==> src/rtl/axil_pkg.sv <==
package axil_pkg;

  localparam int ADDR_W = 4;
  localparam int DATA_W = 32;

  typedef enum logic [1:0] {
    OKAY   = 2'b00,
    SLVERR = 2'b10
  } resp_t;

  // Register offsets
  localparam logic [ADDR_W-1:0] REG_CMD    = 4'h0;
  localparam logic [ADDR_W-1:0] REG_STATUS = 4'h4;
  localparam logic [ADDR_W-1:0] REG_RXDATA = 4'h8;

  // Status register bits
  localparam int STAT_BUSY    = 0;
  localparam int STAT_RXVALID = 1;

endpackage

==> src/rtl/spi_frame_pkg.sv <==
package spi_frame_pkg;

  localparam int CMD_BITS = 12;
  localparam int HDR_BITS = 4;
  localparam int RD_BITS  = 8;

  // Field view of the command word
  typedef struct packed {
    logic       is_write;  // Frame type select
    logic [2:0] reg_addr;
    logic [7:0] wr_data;
  } spi_cmd_fields_t;

  typedef union packed {
    logic [CMD_BITS-1:0] raw;  // As shifted out on MOSI
    spi_cmd_fields_t     f;
  } spi_cmd_u;

  typedef logic [RD_BITS-1:0] rd_data_t;

  // Bits in one chip select window
  typedef logic [3:0] burst_len_t;

endpackage

==> src/rtl/spi_req_if.sv <==
interface spi_req_if;

  logic                    req_valid;
  spi_frame_pkg::spi_cmd_u cmd;
  logic                    req_ready;  // Low while a frame runs
  logic                    rx_strobe;
  spi_frame_pkg::rd_data_t rx_data;

  modport host (
    output req_valid,
    output cmd,
    input  req_ready,
    input  rx_strobe,
    input  rx_data
  );

  modport engine (
    input  req_valid,
    input  cmd,
    output req_ready,
    output rx_strobe,
    output rx_data
  );

endinterface

==> src/rtl/spi_shift_if.sv <==
interface spi_shift_if;

  logic                                start;
  spi_frame_pkg::burst_len_t           nbits;
  logic [spi_frame_pkg::CMD_BITS-1:0]  tx_bits;  // Left aligned
  logic                                done;
  spi_frame_pkg::rd_data_t             rx_bits;

  modport seq (
    output start,
    output nbits,
    output tx_bits,
    input  done,
    input  rx_bits
  );

  modport shifter (
    input  start,
    input  nbits,
    input  tx_bits,
    output done,
    output rx_bits
  );

endinterface

==> src/rtl/axil_spi_regs.sv <==
module axil_spi_regs (
  input  logic                          clk,
  input  logic                          rst_n,
  input  logic [axil_pkg::ADDR_W-1:0]   awaddr,
  input  logic                          awvalid,
  output logic                          awready,
  input  logic [axil_pkg::DATA_W-1:0]   wdata,
  input  logic [axil_pkg::DATA_W/8-1:0] wstrb,
  input  logic                          wvalid,
  output logic                          wready,
  output axil_pkg::resp_t               bresp,
  output logic                          bvalid,
  input  logic                          bready,
  input  logic [axil_pkg::ADDR_W-1:0]   araddr,
  input  logic                          arvalid,
  output logic                          arready,
  output logic [axil_pkg::DATA_W-1:0]   rdata,
  output axil_pkg::resp_t               rresp,
  output logic                          rvalid,
  input  logic                          rready,
  spi_req_if.host                       req
);

  logic                        wr_accept;
  logic                        rd_accept;
  logic                        cmd_write;
  logic                        rx_valid;
  spi_frame_pkg::spi_cmd_u     last_cmd;
  spi_frame_pkg::spi_cmd_u     cmd_next;
  spi_frame_pkg::rd_data_t     rx_byte;
  logic [axil_pkg::DATA_W-1:0] status_word;
  logic [axil_pkg::DATA_W-1:0] rd_word;
  axil_pkg::resp_t             rd_resp;

  // Address and data are taken together, one response at a time
  assign wr_accept = awvalid && wvalid && !bvalid;
  assign rd_accept = arvalid && !rvalid;
  assign awready   = wr_accept;
  assign wready    = wr_accept;
  assign arready   = rd_accept;
  assign cmd_write = wr_accept && (awaddr == axil_pkg::REG_CMD);

  // Byte lanes not strobed keep the previous command
  always_comb
  begin
    cmd_next = last_cmd;
    if (wstrb[0])
      cmd_next.raw[7:0] = wdata[7:0];
    if (wstrb[1])
      cmd_next.raw[spi_frame_pkg::CMD_BITS-1:8] = wdata[spi_frame_pkg::CMD_BITS-1:8];
  end

  assign req.req_valid = cmd_write && req.req_ready;
  assign req.cmd       = cmd_next;

  always_comb
  begin
    status_word = '0;
    status_word[axil_pkg::STAT_BUSY]    = !req.req_ready;
    status_word[axil_pkg::STAT_RXVALID] = rx_valid;
  end

  always_comb
  begin
    rd_word = '0;
    rd_resp = axil_pkg::OKAY;
    case (araddr)
      axil_pkg::REG_CMD:    rd_word[spi_frame_pkg::CMD_BITS-1:0] = last_cmd.raw;
      axil_pkg::REG_STATUS: rd_word = status_word;
      axil_pkg::REG_RXDATA: rd_word[spi_frame_pkg::RD_BITS-1:0] = rx_byte;
      default:              rd_resp = axil_pkg::SLVERR;
    endcase
  end

  always_ff @(posedge clk or negedge rst_n)
  begin
    if (!rst_n)
    begin
      bvalid   <= 1'b0;
      rvalid   <= 1'b0;
      rx_valid <= 1'b0;
      last_cmd <= '0;
    end
    else
    begin
      if (wr_accept)
        bvalid <= 1'b1;
      else if (bready)
        bvalid <= 1'b0;
      if (rd_accept)
        rvalid <= 1'b1;
      else if (rready)
        rvalid <= 1'b0;
      if (req.rx_strobe)
        rx_valid <= 1'b1;  // New byte wins over a clearing read
      else if (rd_accept && araddr == axil_pkg::REG_RXDATA)
        rx_valid <= 1'b0;
      if (req.req_valid)
        last_cmd <= cmd_next;
    end
  end

  // Response payload, held stable while the valid is up
  always_ff @(posedge clk)
  begin
    if (wr_accept)
    begin
      if (req.req_valid)
        bresp <= axil_pkg::OKAY;
      else
        bresp <= axil_pkg::SLVERR;  // Busy, read-only or unmapped
    end
    if (rd_accept)
    begin
      rdata <= rd_word;
      rresp <= rd_resp;
    end
    if (req.rx_strobe)
      rx_byte <= req.rx_data;
  end

endmodule

==> src/rtl/spi_frame_seq.sv <==
module spi_frame_seq #(
  parameter int READ_GAP = 16
) (
  input  logic       clk,
  input  logic       rst_n,
  spi_req_if.engine  req,
  spi_shift_if.seq   sh
);

  localparam int GAP_W = $clog2(READ_GAP + 1);

  typedef enum logic [2:0] {
    S_IDLE,
    S_WRITE,
    S_HEADER,
    S_GAP,
    S_READ
  } state_t;

  state_t                  state;
  logic [GAP_W-1:0]        gap_cnt;
  logic                    accept;
  logic                    gap_end;
  spi_frame_pkg::spi_cmd_u cmd;

  assign cmd     = req.cmd;
  assign accept  = req.req_valid && req.req_ready;
  assign gap_end = (state == S_GAP) && (gap_cnt == GAP_W'(READ_GAP - 1));

  // Read result goes up with the same edge that frees the engine
  assign req.rx_strobe = (state == S_READ) && sh.done;
  assign req.rx_data   = sh.rx_bits;

  always_ff @(posedge clk or negedge rst_n)
  begin
    if (!rst_n)
    begin
      state         <= S_IDLE;
      req.req_ready <= 1'b1;
      sh.start      <= 1'b0;
      gap_cnt       <= '0;
    end
    else
    begin
      sh.start <= 1'b0;
      case (state)
        S_IDLE:
          if (accept)
          begin
            req.req_ready <= 1'b0;
            sh.start      <= 1'b1;
            state         <= cmd.f.is_write ? S_WRITE : S_HEADER;
          end
        S_WRITE, S_READ:
          if (sh.done)
          begin
            req.req_ready <= 1'b1;
            state         <= S_IDLE;
          end
        S_HEADER:
          if (sh.done)
          begin
            gap_cnt <= '0;
            state   <= S_GAP;
          end
        S_GAP:
          if (gap_end)
          begin
            sh.start <= 1'b1;
            state    <= S_READ;
          end
          else
            gap_cnt <= gap_cnt + 1'b1;
        default:
          state <= S_IDLE;
      endcase
    end
  end

  // Burst setup, loaded the cycle before each start
  always_ff @(posedge clk)
  begin
    if (accept)
    begin
      if (cmd.f.is_write)
      begin
        sh.nbits   <= spi_frame_pkg::burst_len_t'(spi_frame_pkg::CMD_BITS);
        sh.tx_bits <= cmd.raw;
      end
      else
      begin
        sh.nbits   <= spi_frame_pkg::burst_len_t'(spi_frame_pkg::HDR_BITS);
        sh.tx_bits <= {cmd.f.is_write, cmd.f.reg_addr, 8'h00};  // Header only
      end
    end
    else if (gap_end)
    begin
      sh.nbits   <= spi_frame_pkg::burst_len_t'(spi_frame_pkg::RD_BITS);
      sh.tx_bits <= '0;  // MOSI quiet while reading
    end
  end

endmodule

==> src/rtl/spi_master_top.sv <==
module spi_master_top #(
  parameter int CLK_DIV  = 4,
  parameter int READ_GAP = 16
) (
  input  logic                          clk,
  input  logic                          rst_n,
  input  logic [axil_pkg::ADDR_W-1:0]   awaddr,
  input  logic                          awvalid,
  output logic                          awready,
  input  logic [axil_pkg::DATA_W-1:0]   wdata,
  input  logic [axil_pkg::DATA_W/8-1:0] wstrb,
  input  logic                          wvalid,
  output logic                          wready,
  output axil_pkg::resp_t               bresp,
  output logic                          bvalid,
  input  logic                          bready,
  input  logic [axil_pkg::ADDR_W-1:0]   araddr,
  input  logic                          arvalid,
  output logic                          arready,
  output logic [axil_pkg::DATA_W-1:0]   rdata,
  output axil_pkg::resp_t               rresp,
  output logic                          rvalid,
  input  logic                          rready,
  output logic                          sclk,
  output logic                          cs_n,
  output logic                          mosi,
  input  logic                          miso
);

  spi_req_if   req_bus ();
  spi_shift_if shift_bus ();

  axil_spi_regs u_regs (
    .clk     (clk),
    .rst_n   (rst_n),
    .awaddr  (awaddr),
    .awvalid (awvalid),
    .awready (awready),
    .wdata   (wdata),
    .wstrb   (wstrb),
    .wvalid  (wvalid),
    .wready  (wready),
    .bresp   (bresp),
    .bvalid  (bvalid),
    .bready  (bready),
    .araddr  (araddr),
    .arvalid (arvalid),
    .arready (arready),
    .rdata   (rdata),
    .rresp   (rresp),
    .rvalid  (rvalid),
    .rready  (rready),
    .req     (req_bus.host)
  );

  spi_frame_seq #(
    .READ_GAP (READ_GAP)
  ) u_seq (
    .clk   (clk),
    .rst_n (rst_n),
    .req   (req_bus.engine),
    .sh    (shift_bus.seq)
  );

  spi_shifter #(
    .CLK_DIV (CLK_DIV)
  ) u_shifter (
    .clk   (clk),
    .rst_n (rst_n),
    .sh    (shift_bus.shifter),
    .sclk  (sclk),
    .cs_n  (cs_n),
    .mosi  (mosi),
    .miso  (miso)
  );

endmodule

==> src/rtl/spi_shifter.sv <==
module spi_shifter #(
  parameter int CLK_DIV = 4
) (
  input  logic         clk,
  input  logic         rst_n,
  spi_shift_if.shifter sh,
  output logic         sclk,
  output logic         cs_n,
  output logic         mosi,
  input  logic         miso
);

  localparam int DIV_W = $clog2(CLK_DIV + 1);
  localparam int TX_W  = spi_frame_pkg::CMD_BITS;
  localparam int RX_W  = spi_frame_pkg::RD_BITS;

  typedef enum logic [1:0] {
    SH_IDLE,
    SH_RUN,
    SH_TAIL
  } sh_state_t;

  sh_state_t                 state;
  logic [DIV_W-1:0]          div_cnt;
  spi_frame_pkg::burst_len_t bits_left;
  logic [TX_W-1:0]           tx_sh;
  logic [RX_W-1:0]           rx_sh;
  logic                      phase_end;
  logic                      rise;
  logic                      fall;

  assign phase_end  = (state == SH_RUN) && (div_cnt == DIV_W'(CLK_DIV - 1));
  assign rise       = phase_end && !sclk;
  assign fall       = phase_end && sclk;
  assign sh.rx_bits = rx_sh;

  always_ff @(posedge clk or negedge rst_n)
  begin
    if (!rst_n)
    begin
      state     <= SH_IDLE;
      cs_n      <= 1'b1;
      sclk      <= 1'b0;
      mosi      <= 1'b0;
      sh.done   <= 1'b0;
      div_cnt   <= '0;
      bits_left <= '0;
    end
    else
    begin
      sh.done <= 1'b0;
      case (state)
        SH_IDLE:
          if (sh.start)
          begin
            state     <= SH_RUN;
            cs_n      <= 1'b0;
            div_cnt   <= '0;
            bits_left <= sh.nbits;
            mosi      <= sh.tx_bits[TX_W-1];  // First bit set up under SCLK low
          end
        SH_RUN:
          if (phase_end)
          begin
            div_cnt <= '0;
            sclk    <= !sclk;
            if (fall)
            begin
              if (bits_left == spi_frame_pkg::burst_len_t'(1))
                state <= SH_TAIL;
              else
              begin
                bits_left <= bits_left - 1'b1;
                mosi      <= tx_sh[TX_W-2];
              end
            end
          end
          else
            div_cnt <= div_cnt + 1'b1;
        SH_TAIL:
        begin
          cs_n    <= 1'b1;  // One cycle after the last falling edge
          mosi    <= 1'b0;
          sh.done <= 1'b1;
          state   <= SH_IDLE;
        end
        default:
          state <= SH_IDLE;
      endcase
    end
  end

  always_ff @(posedge clk)
  begin
    if (state == SH_IDLE && sh.start)
      tx_sh <= sh.tx_bits;
    else if (fall)
      tx_sh <= tx_sh << 1;
    if (rise)
      rx_sh <= {rx_sh[RX_W-2:0], miso};  // MSB first
  end

endmodule

==> config.mk <==
export PLATFORM = sky130hd
export DESIGN_NAME = spi_master_top
export DESIGN_NICKNAME = d
export VERILOG_FILES = /design/src/rtl/axil_pkg.sv /design/src/rtl/spi_frame_pkg.sv /design/src/rtl/spi_req_if.sv /design/src/rtl/spi_shift_if.sv /design/src/rtl/axil_spi_regs.sv /design/src/rtl/spi_frame_seq.sv /design/src/rtl/spi_master_top.sv /design/src/rtl/spi_shifter.sv
export SDC_FILE = /design/constraint.sdc
export NUM_CORES = 1
export LEC_CHECK = 0
export ABC_AREA = 1
export BUFFER_PORTS_ARGS = -buffer_cell sky130_fd_sc_hd__buf_2
export CAP_MARGIN = 30
export CORE_UTILIZATION = 35
export CTS_BUF_LIST = sky130_fd_sc_hd__clkbuf_8
export DETAILED_ROUTE_END_ITERATION = 7
export GPL_TIMING_DRIVEN = 0
export SLEW_MARGIN = 25
export SYNTH_ARGS = -nofsm -noshare
export SYNTH_HDL_FRONTEND = slang
export SYNTH_SLANG_ARGS = --single-unit
==> constraint.sdc <==
create_clock -name clk -period 4.8 [get_ports clk]
set_input_delay 0.96 -clock clk [delete_from_list [all_inputs] [get_ports clk]]
set_output_delay 0.96 -clock clk [all_outputs]
set_load 0.01 [all_outputs]
-- Word level (Yosys, flattened, before mapping)
Cells that the tools add are included.
Widths: inputs -> output; s select.
- add/subtract/negate cells: 3
- equality and inequality tests: 21
- muxes and demuxes: 55
- reductions and logical operators: 42
- operators with widths (kind ; count):
    $mux 12 ; 3
    $mux 4 ; 8
    $pmux 8 s3 ; 1
    $mux 11 ; 2
    $mux 3 ; 6
    $reduce_bool 2->1 ; 9
    $mux 1 ; 16
    $mux 2 ; 7
    $logic_and 1x1->1 ; 13
    $ne 2x1->1 const B ; 6
    $pmux 3 s4 ; 1
    $mux 5 ; 2
    $pmux 5 s2 ; 1
    $reduce_and 5->1 ; 2
    $eq 3x2->1 const B ; 3
    $logic_not 4->1 ; 2
    $mux 8 ; 1
    $ne 2x2->1 const B ; 4
    $pmux 4 s2 ; 1
    $reduce_and 4->1 ; 2
    $pmux 1 s2 ; 3
    $pmux 3 s2 ; 1
    $reduce_and 2->1 ; 3
    $reduce_and 3->1 ; 2
    other kinds (19) ; 22
- bits in registers: 97
- output and inout bits: 44
- logic and storage cells: 145

-- Logic depth before layout (Yosys ltp)
Gate-level depths: netlist of run 1.
- word-level depth: 7
- depth in mapped cells: 10
- mapped depth without buffers: 10

-- By module
A second synthesis of run 1 with hierarchy kept.
- cells, all modules: 477
- area, all modules: 4576.9 um2
- by module, submodules not included (module ; times used ; cells an instance ; area each (um2)):
    axil_spi_regs ; 1 ; 193 ; 1810.5
    spi_shifter ; 1 ; 163 ; 1590.3
    spi_frame_seq ; 1 ; 121 ; 1176.1

-- Worst setup path before layout of run 1
OpenSTA, ideal clock, no wires.
- kind: input -> output
- from: input port arvalid
- to: output port arready
- data arrival time: 1720 ps
- setup slack: 2120 ps
- stages on the path: 2
- cell sequence: inv_1 nor2_1
- longest elaborated chain between the ends: 1
- RTL lines (item ; line ; RTL):
    from (decl) ; spi_master_top.sv:18 ; input logic arvalid,
    $logic_and 1x1->1 ; axil_spi_regs.sv:37 ; assign rd_accept = arvalid && !rvalid;
    to (decl) ; spi_master_top.sv:19 ; output logic arready,
Every way passes these cells.

-- Final worst setup path of run 1
Ends and elaborated chain as after synthesis.

==> flow_metrics.py, run 1 <==
metrics = {
    "global_route": {
        "grt_pass1_vias": 2888,
        "grt_max_degree": 39,
        "antenna_found_initial": 0,
        "grt-ovfl-total": 0,
        "grt_pass1_wl_um": 13900,
        "grt_use_total_pct": 13.9,
    },
    "logic_synthesis": {
        "yosysUniqueCellTypes": 40,
        "async_reset_ff_share_pct": 40.9,
        "syn_inst": 423,
        "synthTopCellsByArea": "edfxtp_1, dfrtp_1, nand2_1",
        "synth_top_area_cell": "edfxtp_1",
        "ys_warn_count": 0,
        "yosysSeqAreaShare_pct": 59.5,
        "synth_compound_area_share_pct": 5.00,
        "yosys.area_share.xor_xnor_pct": 0.600,
        "synth_seq_cells": 93,
        "synth_mux_area_share_pct": 2.29,
        "synth_top_family_by_area": "simple AND/OR/NAND/NOR gates",
        "syn_area_um2": 4380,
        "synth_edf_count": 55,
        "synthSimpleGateAreaFrac_pct": 21.4,
        "synth_ff_type": "edfxtp_1",
        "synth_top_area_share_pct": 37.7,
        "avgSynthCellArea_um2": 10.3,
        "synthAdderAreaFrac_pct": 2.29,
    },
    "cts": {
        "cts_tree": "built",
        "cts_buffers": 9,
        "cts-root-buf": "clkbuf_8",
        "clock-sinks": 93,
        "htreeDepth": 3,
        "cts_hold_buf": 0,
        "clkTransAtPathRegs_ps": 80,
        "clock_path_buffers": 2,
        "post_cts_buffers": 0,
        "cts_resized": 0,
        "clk_latency_ps": 370,
    },
    "critical_path": {
        "cp_max_fo": 15,
        "cp.required_ps": 3840,
        "crit_path_top_delay_cell": "nor2_2",
        "critPathBufInv": 3,
        "reg2reg_slack_ps": 2680,
        "end_kind": "output pin",
        "crit_arrival_ps": 1930,
        "worstPathCellList": "buf_2 -> inv_1 -> nor2_2 -> buf_2",
        "crit_family": "simple AND/OR/NAND/NOR gates",
        "crit_top_cell": "buf_2",
        "worstSetupPathType": "input port to output pin",
        "start_kind": "input port",
        "cpPeakStageDelay_ps": 590,
    },
    "floorplanning": {
        "start_util_pct": 36.1,
        "dieArea_um2": 13000,
        "core_um2": 12100,
        "rows": 40,
        "die_x_um": 114,
        "die_y_um": 114,
        "io-pin-count": 96,
    },
    "sta": {
        "finalSetupViolCount": 0,
        "fin_ws_ps": 1910,
        "worstMarginPinSlew_ps": 913,
        "slew-limit-headroom_pct": 38.9,
        "finalHoldViolCount": 0,
        "fin_crit_ps": 2890,
        "slew_violations": 0,
        "fin_setup_tns_ps": 0,
        "rsz0062_at_grt": "no",
        "finalCritPeriodShare_pct": 60.1,
        "holdWs_ps": 439,
        "finClkSkew_ps": 13.0,
        "fmax_ghz": 0.346,
    },
    "pwr": {
        "p_total_mw": 1.56,
        "power_density_nw_per_um2": 305,
        "leakagePower_nw": 2.29,
        "irDropWorstVdd_v": 0.000174,
    },
    "detailed_routing": {
        "wl_per_cell_um": 12.5,
        "ant_nets": 0,
        "drt_first_pass_iters": 5,
        "drt_iter0_markers": 135,
        "vias": 3054,
        "drt_wl_total_um": 8460,
        "viasPerCell": 4.52,
        "drcViolationCount": 0,
    },
    "layout": {
        "diodes": 0,
        "fin_area_um2": 5120,
        "fin_cells": 676,
        "fin_util_pct": 42.3,
        "fillerInstances": 1209,
        "layout_common_cells": "nand2_1, edfxtp_1, buf_2",
        "fin_nets": 563,
        "mostFrequentLayoutCell": "nand2_1",
        "area_growth_pct": 17.1,
        "drive_gt1_share_pct": 24.6,
    },
    "run_status": {
        "status": "finished, final reports clean",
    },
    "placed_design": {
        "pre_cts_ws_ps": 1880,
        "gp_congestion": 0.825,
        "dpl_cell_area_um2": 4910,
        "place_inst": 660,
        "io_buffers": 48,
        "hpwl_um": 6310,
    },
    "job": {
        "maxCapViolCount": 0,
    },
    "worst_hold_path": {
        "hp-class": "register to register",
    },
}
sequential cells by signal (all words and copies together) (netlist names), 2 cells and up:
name and flops:
u_seq.sh.nbits 2, u_seq.state 3, u_regs.rdata 12, u_shifter.div_cnt 3, u_regs.rx_byte 8, u_seq.gap_cnt 5, u_shifter.tx_sh 11, u_seq.sh.tx_bits 12
u_shifter.bits_left 4, u_shifter.sh.rx_bits 8, u_shifter.state 2, u_regs.last_cmd 12
synthesized netlist by cell type (all sizes together), types with 2 or more instances:
master / count
clkbuf: 2
o21bai: 2
dfstp: 2
a21oi: 5
nand4: 5
inv: 34
xnor2: 2
nand3: 35
nand2: 114
nor3: 10
dfrtp: 36
mux2i: 10
edfxtp: 55
nor2: 37
o21ai: 24
buf: 32
ha: 8
path summary, 6_finish.rpt:
path,start,to,depth (start not counted)
max,arvalid,arready,4
min,u_shifter.sh.rx_bits[7],u_regs.rx_byte[7],0
max reg2reg,u_shifter.state[0],u_shifter.tx_sh[0],5
min reg2reg,u_shifter.sh.rx_bits[7],u_regs.rx_byte[7],0
max in group asynchronous,rst_n,u_seq.req.req_ready,1
min in group asynchronous,rst_n,u_shifter.bits_left[1],1
metal layers:
| metal | global-route usage (%) | wire, µm | vias up |
|---|---|---|---|
| met5 | 0 | 0 | - |
| li1 | - | - | 1516 |
| met4 | 3.20 | 78 | 0 |
| met2 | 22.4 | 3970 | 85 |
| met3 | 4.30 | 412 | 5 |
| met1 | 18.2 | 4000 | 1448 |
cell type report:
cell class / count / area (µm²) / share of cell area (%)
Multi-Input combinational cell: 282 / 1470 / 28.6
Clock buffer: 9 / 124 / 2.42
Timing Repair Buffer: 48 / 243 / 4.74
Inverter: 35 / 131 / 2.56
Sequential cell: 93 / 2610 / 50.8
Tap cell: 168 / 210 / 4.10
Buffer: 34 / 256 / 5.00
Clock inverter: 7 / 90.1 / 1.76
power by group:
part / internal [mW] / total, mW / switching [mW]
combinational: 0.0469 / 0.116 / 0.0696
clock: 0.291 / 0.567 / 0.277
sequential: 0.865 / 0.877 / 0.0124
worst reg2reg max path, cell delays in order (launching register included):
cell and delay [ps]:
dfrtp_1 390, inv_1 80, ha_1 240, nand2_1 220, clkbuf_1 410, nand2_1 430
logic make-up (layout without fill, tap and decap cells):
kind of cell	Yosys count	count (layout)
flops	93	93
compound gates	35	35
fa+ha+maj	8	8
other cells	1	22
buf+inv	69	133
simple gates	204	204
mux	10	10
xor+xnor	3	3
No activity file was read; power rests on OpenSTA's default activity.
==> run 2, diff against run 1 <==
- ABC_AREA: 1 -> 0
- clock period: 4.8 -> 2.4 ns (I/O delays scaled with it)
==> flow_metrics.py, run 2 <==
metrics = {
    "detailed_routing": {
        "drt_first_pass_iters": 4,
        "vias": 2724,
        "drt_wl_total_um": 8080,
        "viasPerCell": 4.61,
        "wl_per_cell_um": 13.7,
        "ant_nets": 0,
        "drt_iter0_markers": 105,
        "drcViolationCount": 0,
    },
    "logic_synthesis": {
        "synth_seq_cells": 93,
        "yosysSeqAreaShare_pct": 59.8,
        "syn_area_um2": 4350,
        "yosysMostFrequentCell": "edfxtp_1",
        "syn_inst": 336,
        "synth_edf_count": 55,
        "synthTopCellsByArea": "edfxtp_1, dfrtp_1, mux2i_1",
        "ys_warn_count": 0,
        "synth_ff_type": "edfxtp_1",
        "yosysUniqueCellTypes": 55,
        "async_reset_ff_share_pct": 40.9,
        "avgSynthCellArea_um2": 13.0,
        "synth_common_cells": "edfxtp_1, dfrtp_1, nor2_1",
        "synth_top_area_cell": "edfxtp_1",
        "synth_top_area_share_pct": 37.9,
    },
    "sta": {
        "rsz0062_at_grt": "no",
        "finClkSkew_ps": 12.1,
        "worstMarginPinSlew_ps": 805,
        "finalHoldViolCount": 0,
        "finalSetupViolCount": 0,
        "holdWs_ps": 67.2,
        "finalCritPeriodShare_pct": 90.8,
        "slew-limit-headroom_pct": 46.1,
        "fmax_ghz": 0.459,
        "fin_crit_ps": 2180,
        "slew_violations": 0,
    },
    "layout": {
        "reg.largest.list": "u_regs.last_cmd x12, u_regs.rdata x12, u_seq.sh.tx_bits x12",
        "fin_nets": 478,
        "fin_util_pct": 42.4,
        "layout_common_cells": "buf_2, edfxtp_1, dfrtp_1",
        "fillerInstances": 1134,
        "diodes": 0,
        "drive_gt1_share_pct": 32.2,
        "area_growth_pct": 17.3,
        "fin_cells": 591,
    },
    "cts": {
        "cts-root-buf": "clkbuf_8",
        "post_cts_buffers": 0,
        "clk_latency_ps": 360,
        "cts_tree": "built",
        "clock_path_buffers": 2,
        "cts_buffers": 9,
        "clock-sinks": 93,
        "clkTransAtPathRegs_ps": 100,
        "cts_hold_buf": 0,
        "htreeDepth": 3,
    },
    "global_route": {
        "grt_use_total_pct": 13.6,
        "grt-ovfl-total": 0,
        "grt_pass1_vias": 2692,
        "met1_usage_pct": 17.7,
        "busiest_layer": "met2",
        "grt_max_degree": 39,
        "grtUsageMet2_pct": 21.9,
        "met3_usage_pct": 2.98,
        "grt_pass1_wl_um": 13400,
        "antenna_found_initial": 0,
    },
    "pwr": {
        "leakagePower_nw": 2.27,
        "irDropWorstVdd_v": 0.000250,
        "p_total_mw": 3.00,
        "power_density_nw_per_um2": 587,
    },
    "critical_path": {
        "crit_path_top_delay_cell": "nor2b_2",
        "crit_family": "simple AND/OR/NAND/NOR gates",
        "cp.required_ps": 1920,
        "worstSetupPathType": "register to output pin",
        "cpPeakStageDelay_ps": 650,
        "end_kind": "output pin",
        "cp_max_fo": 15,
        "crit_arrival_ps": 1700,
        "worstPathCellList": "nor2b_2 -> buf_2",
        "critPathBufInv": 1,
        "reg2reg_slack_ps": 290,
        "start_kind": "register",
    },
    "floorplanning": {
        "die_y_um": 114,
        "dieArea_um2": 12900,
        "io-pin-count": 96,
        "die_x_um": 114,
        "core_um2": 12100,
        "start_util_pct": 36.1,
        "rows": 40,
    },
    "placed_design": {
        "place_inst": 574,
        "hpwl_um": 5750,
        "io_buffers": 49,
        "gp_congestion": 0.796,
    },
    "worst_hold_path": {
        "hp-class": "input port to async pin",
    },
    "job": {
        "maxCapViolCount": 0,
    },
    "run_status": {
        "status": "finished, final reports clean",
    },
}
==> run 2: cell count changes in the layout (fill, tap and decap cells not counted), moves of 6 or more <==
cell	previous run	this run
nand2b_1	0	6
inv_1	32	10
nand3_1	33	4
nor3_2	6	0
a21oi_1	5	12
mux2_2	0	12
mux2_4	0	12
mux2i_1	10	22
nand2_1	110	14
==> run 2: cell families after synthesis <==
| kind of cell | after synthesis | share of synthesized area (%) |
|---|---|---|
| AND/OR/NAND/NOR | 93 | 11.6 |
| other | 1 | 0.0861 |
| AO/OA/AOI/OAI | 46 | 6.84 |
| multiplexers | 46 | 12.3 |
| adder cells (fa/ha/maj) | 8 | 2.30 |
| XOR/XNOR | 1 | 0.201 |
| buffers and inverters | 48 | 6.84 |
| flip-flops | 93 | 59.8 |
==> run 2: path summary, 6_finish.rpt <==
kind	depth (start not counted)	endpoint	start
worst max-delay path	2	arready	u_regs.rvalid
worst min-delay path	1	u_shifter.state[0]	rst_n
worst max register to register	6	u_shifter.sh.rx_bits[1]	u_shifter.state[1]
worst min register to register	0	u_regs.rx_byte[7]	u_shifter.sh.rx_bits[7]
max in group asynchronous	2	u_seq.req.req_ready	rst_n
min in group clk	2	u_regs.rvalid	rready
==> run 2: area by class of cell <==
type	instances	area (µm²)	share of cell area, %
clock buffer	9	124	2.42
clock inverter	7	61.3	1.20
multi-input combinational	216	1540	30.1
sequential	93	2610	51.0
inverter	11	41.3	0.808
timing repair buffer	50	273	5.34
buffer	37	256	5.02
tap	168	210	4.11
==> run 2: stage by stage <==
stage          worst slack (ps)  TNS, ps  instance area [µm²]
4_1_cts                    88.9        0                 5080
6_report                    220        0                 5110
3_5_place_dp               90.7        0                 4890
3_3_place_gp              -49.7    -49.7                 4890
2_1_floorplan               513        0                 4430
5_1_grt                    66.7        0                 5110
==> run 2: timing repair <==
action	in CTS	in global routing
endpoints found under the setup margin	0	22
endpoints found under the hold margin	0	0
resized for setup	0	2
==> run 2: metal layers <==
layer | wire, µm | vias up
li1 | - | 1323
met1 | 3770 | 1349
met2 | 3920 | 43
met3 | 255 | 9
met4 | 138 | 0
met5 | 0 | -
==> run 2: power by group <==
part	leakage [nW]	switching, mW	total [mW]	internal, mW
registers	0.991	0.0268	1.76	1.73
logic	1.19	0.116	0.236	0.121
clock network	0.0892	0.609	1.01	0.399
total	2.27	0.751	3.00	2.25
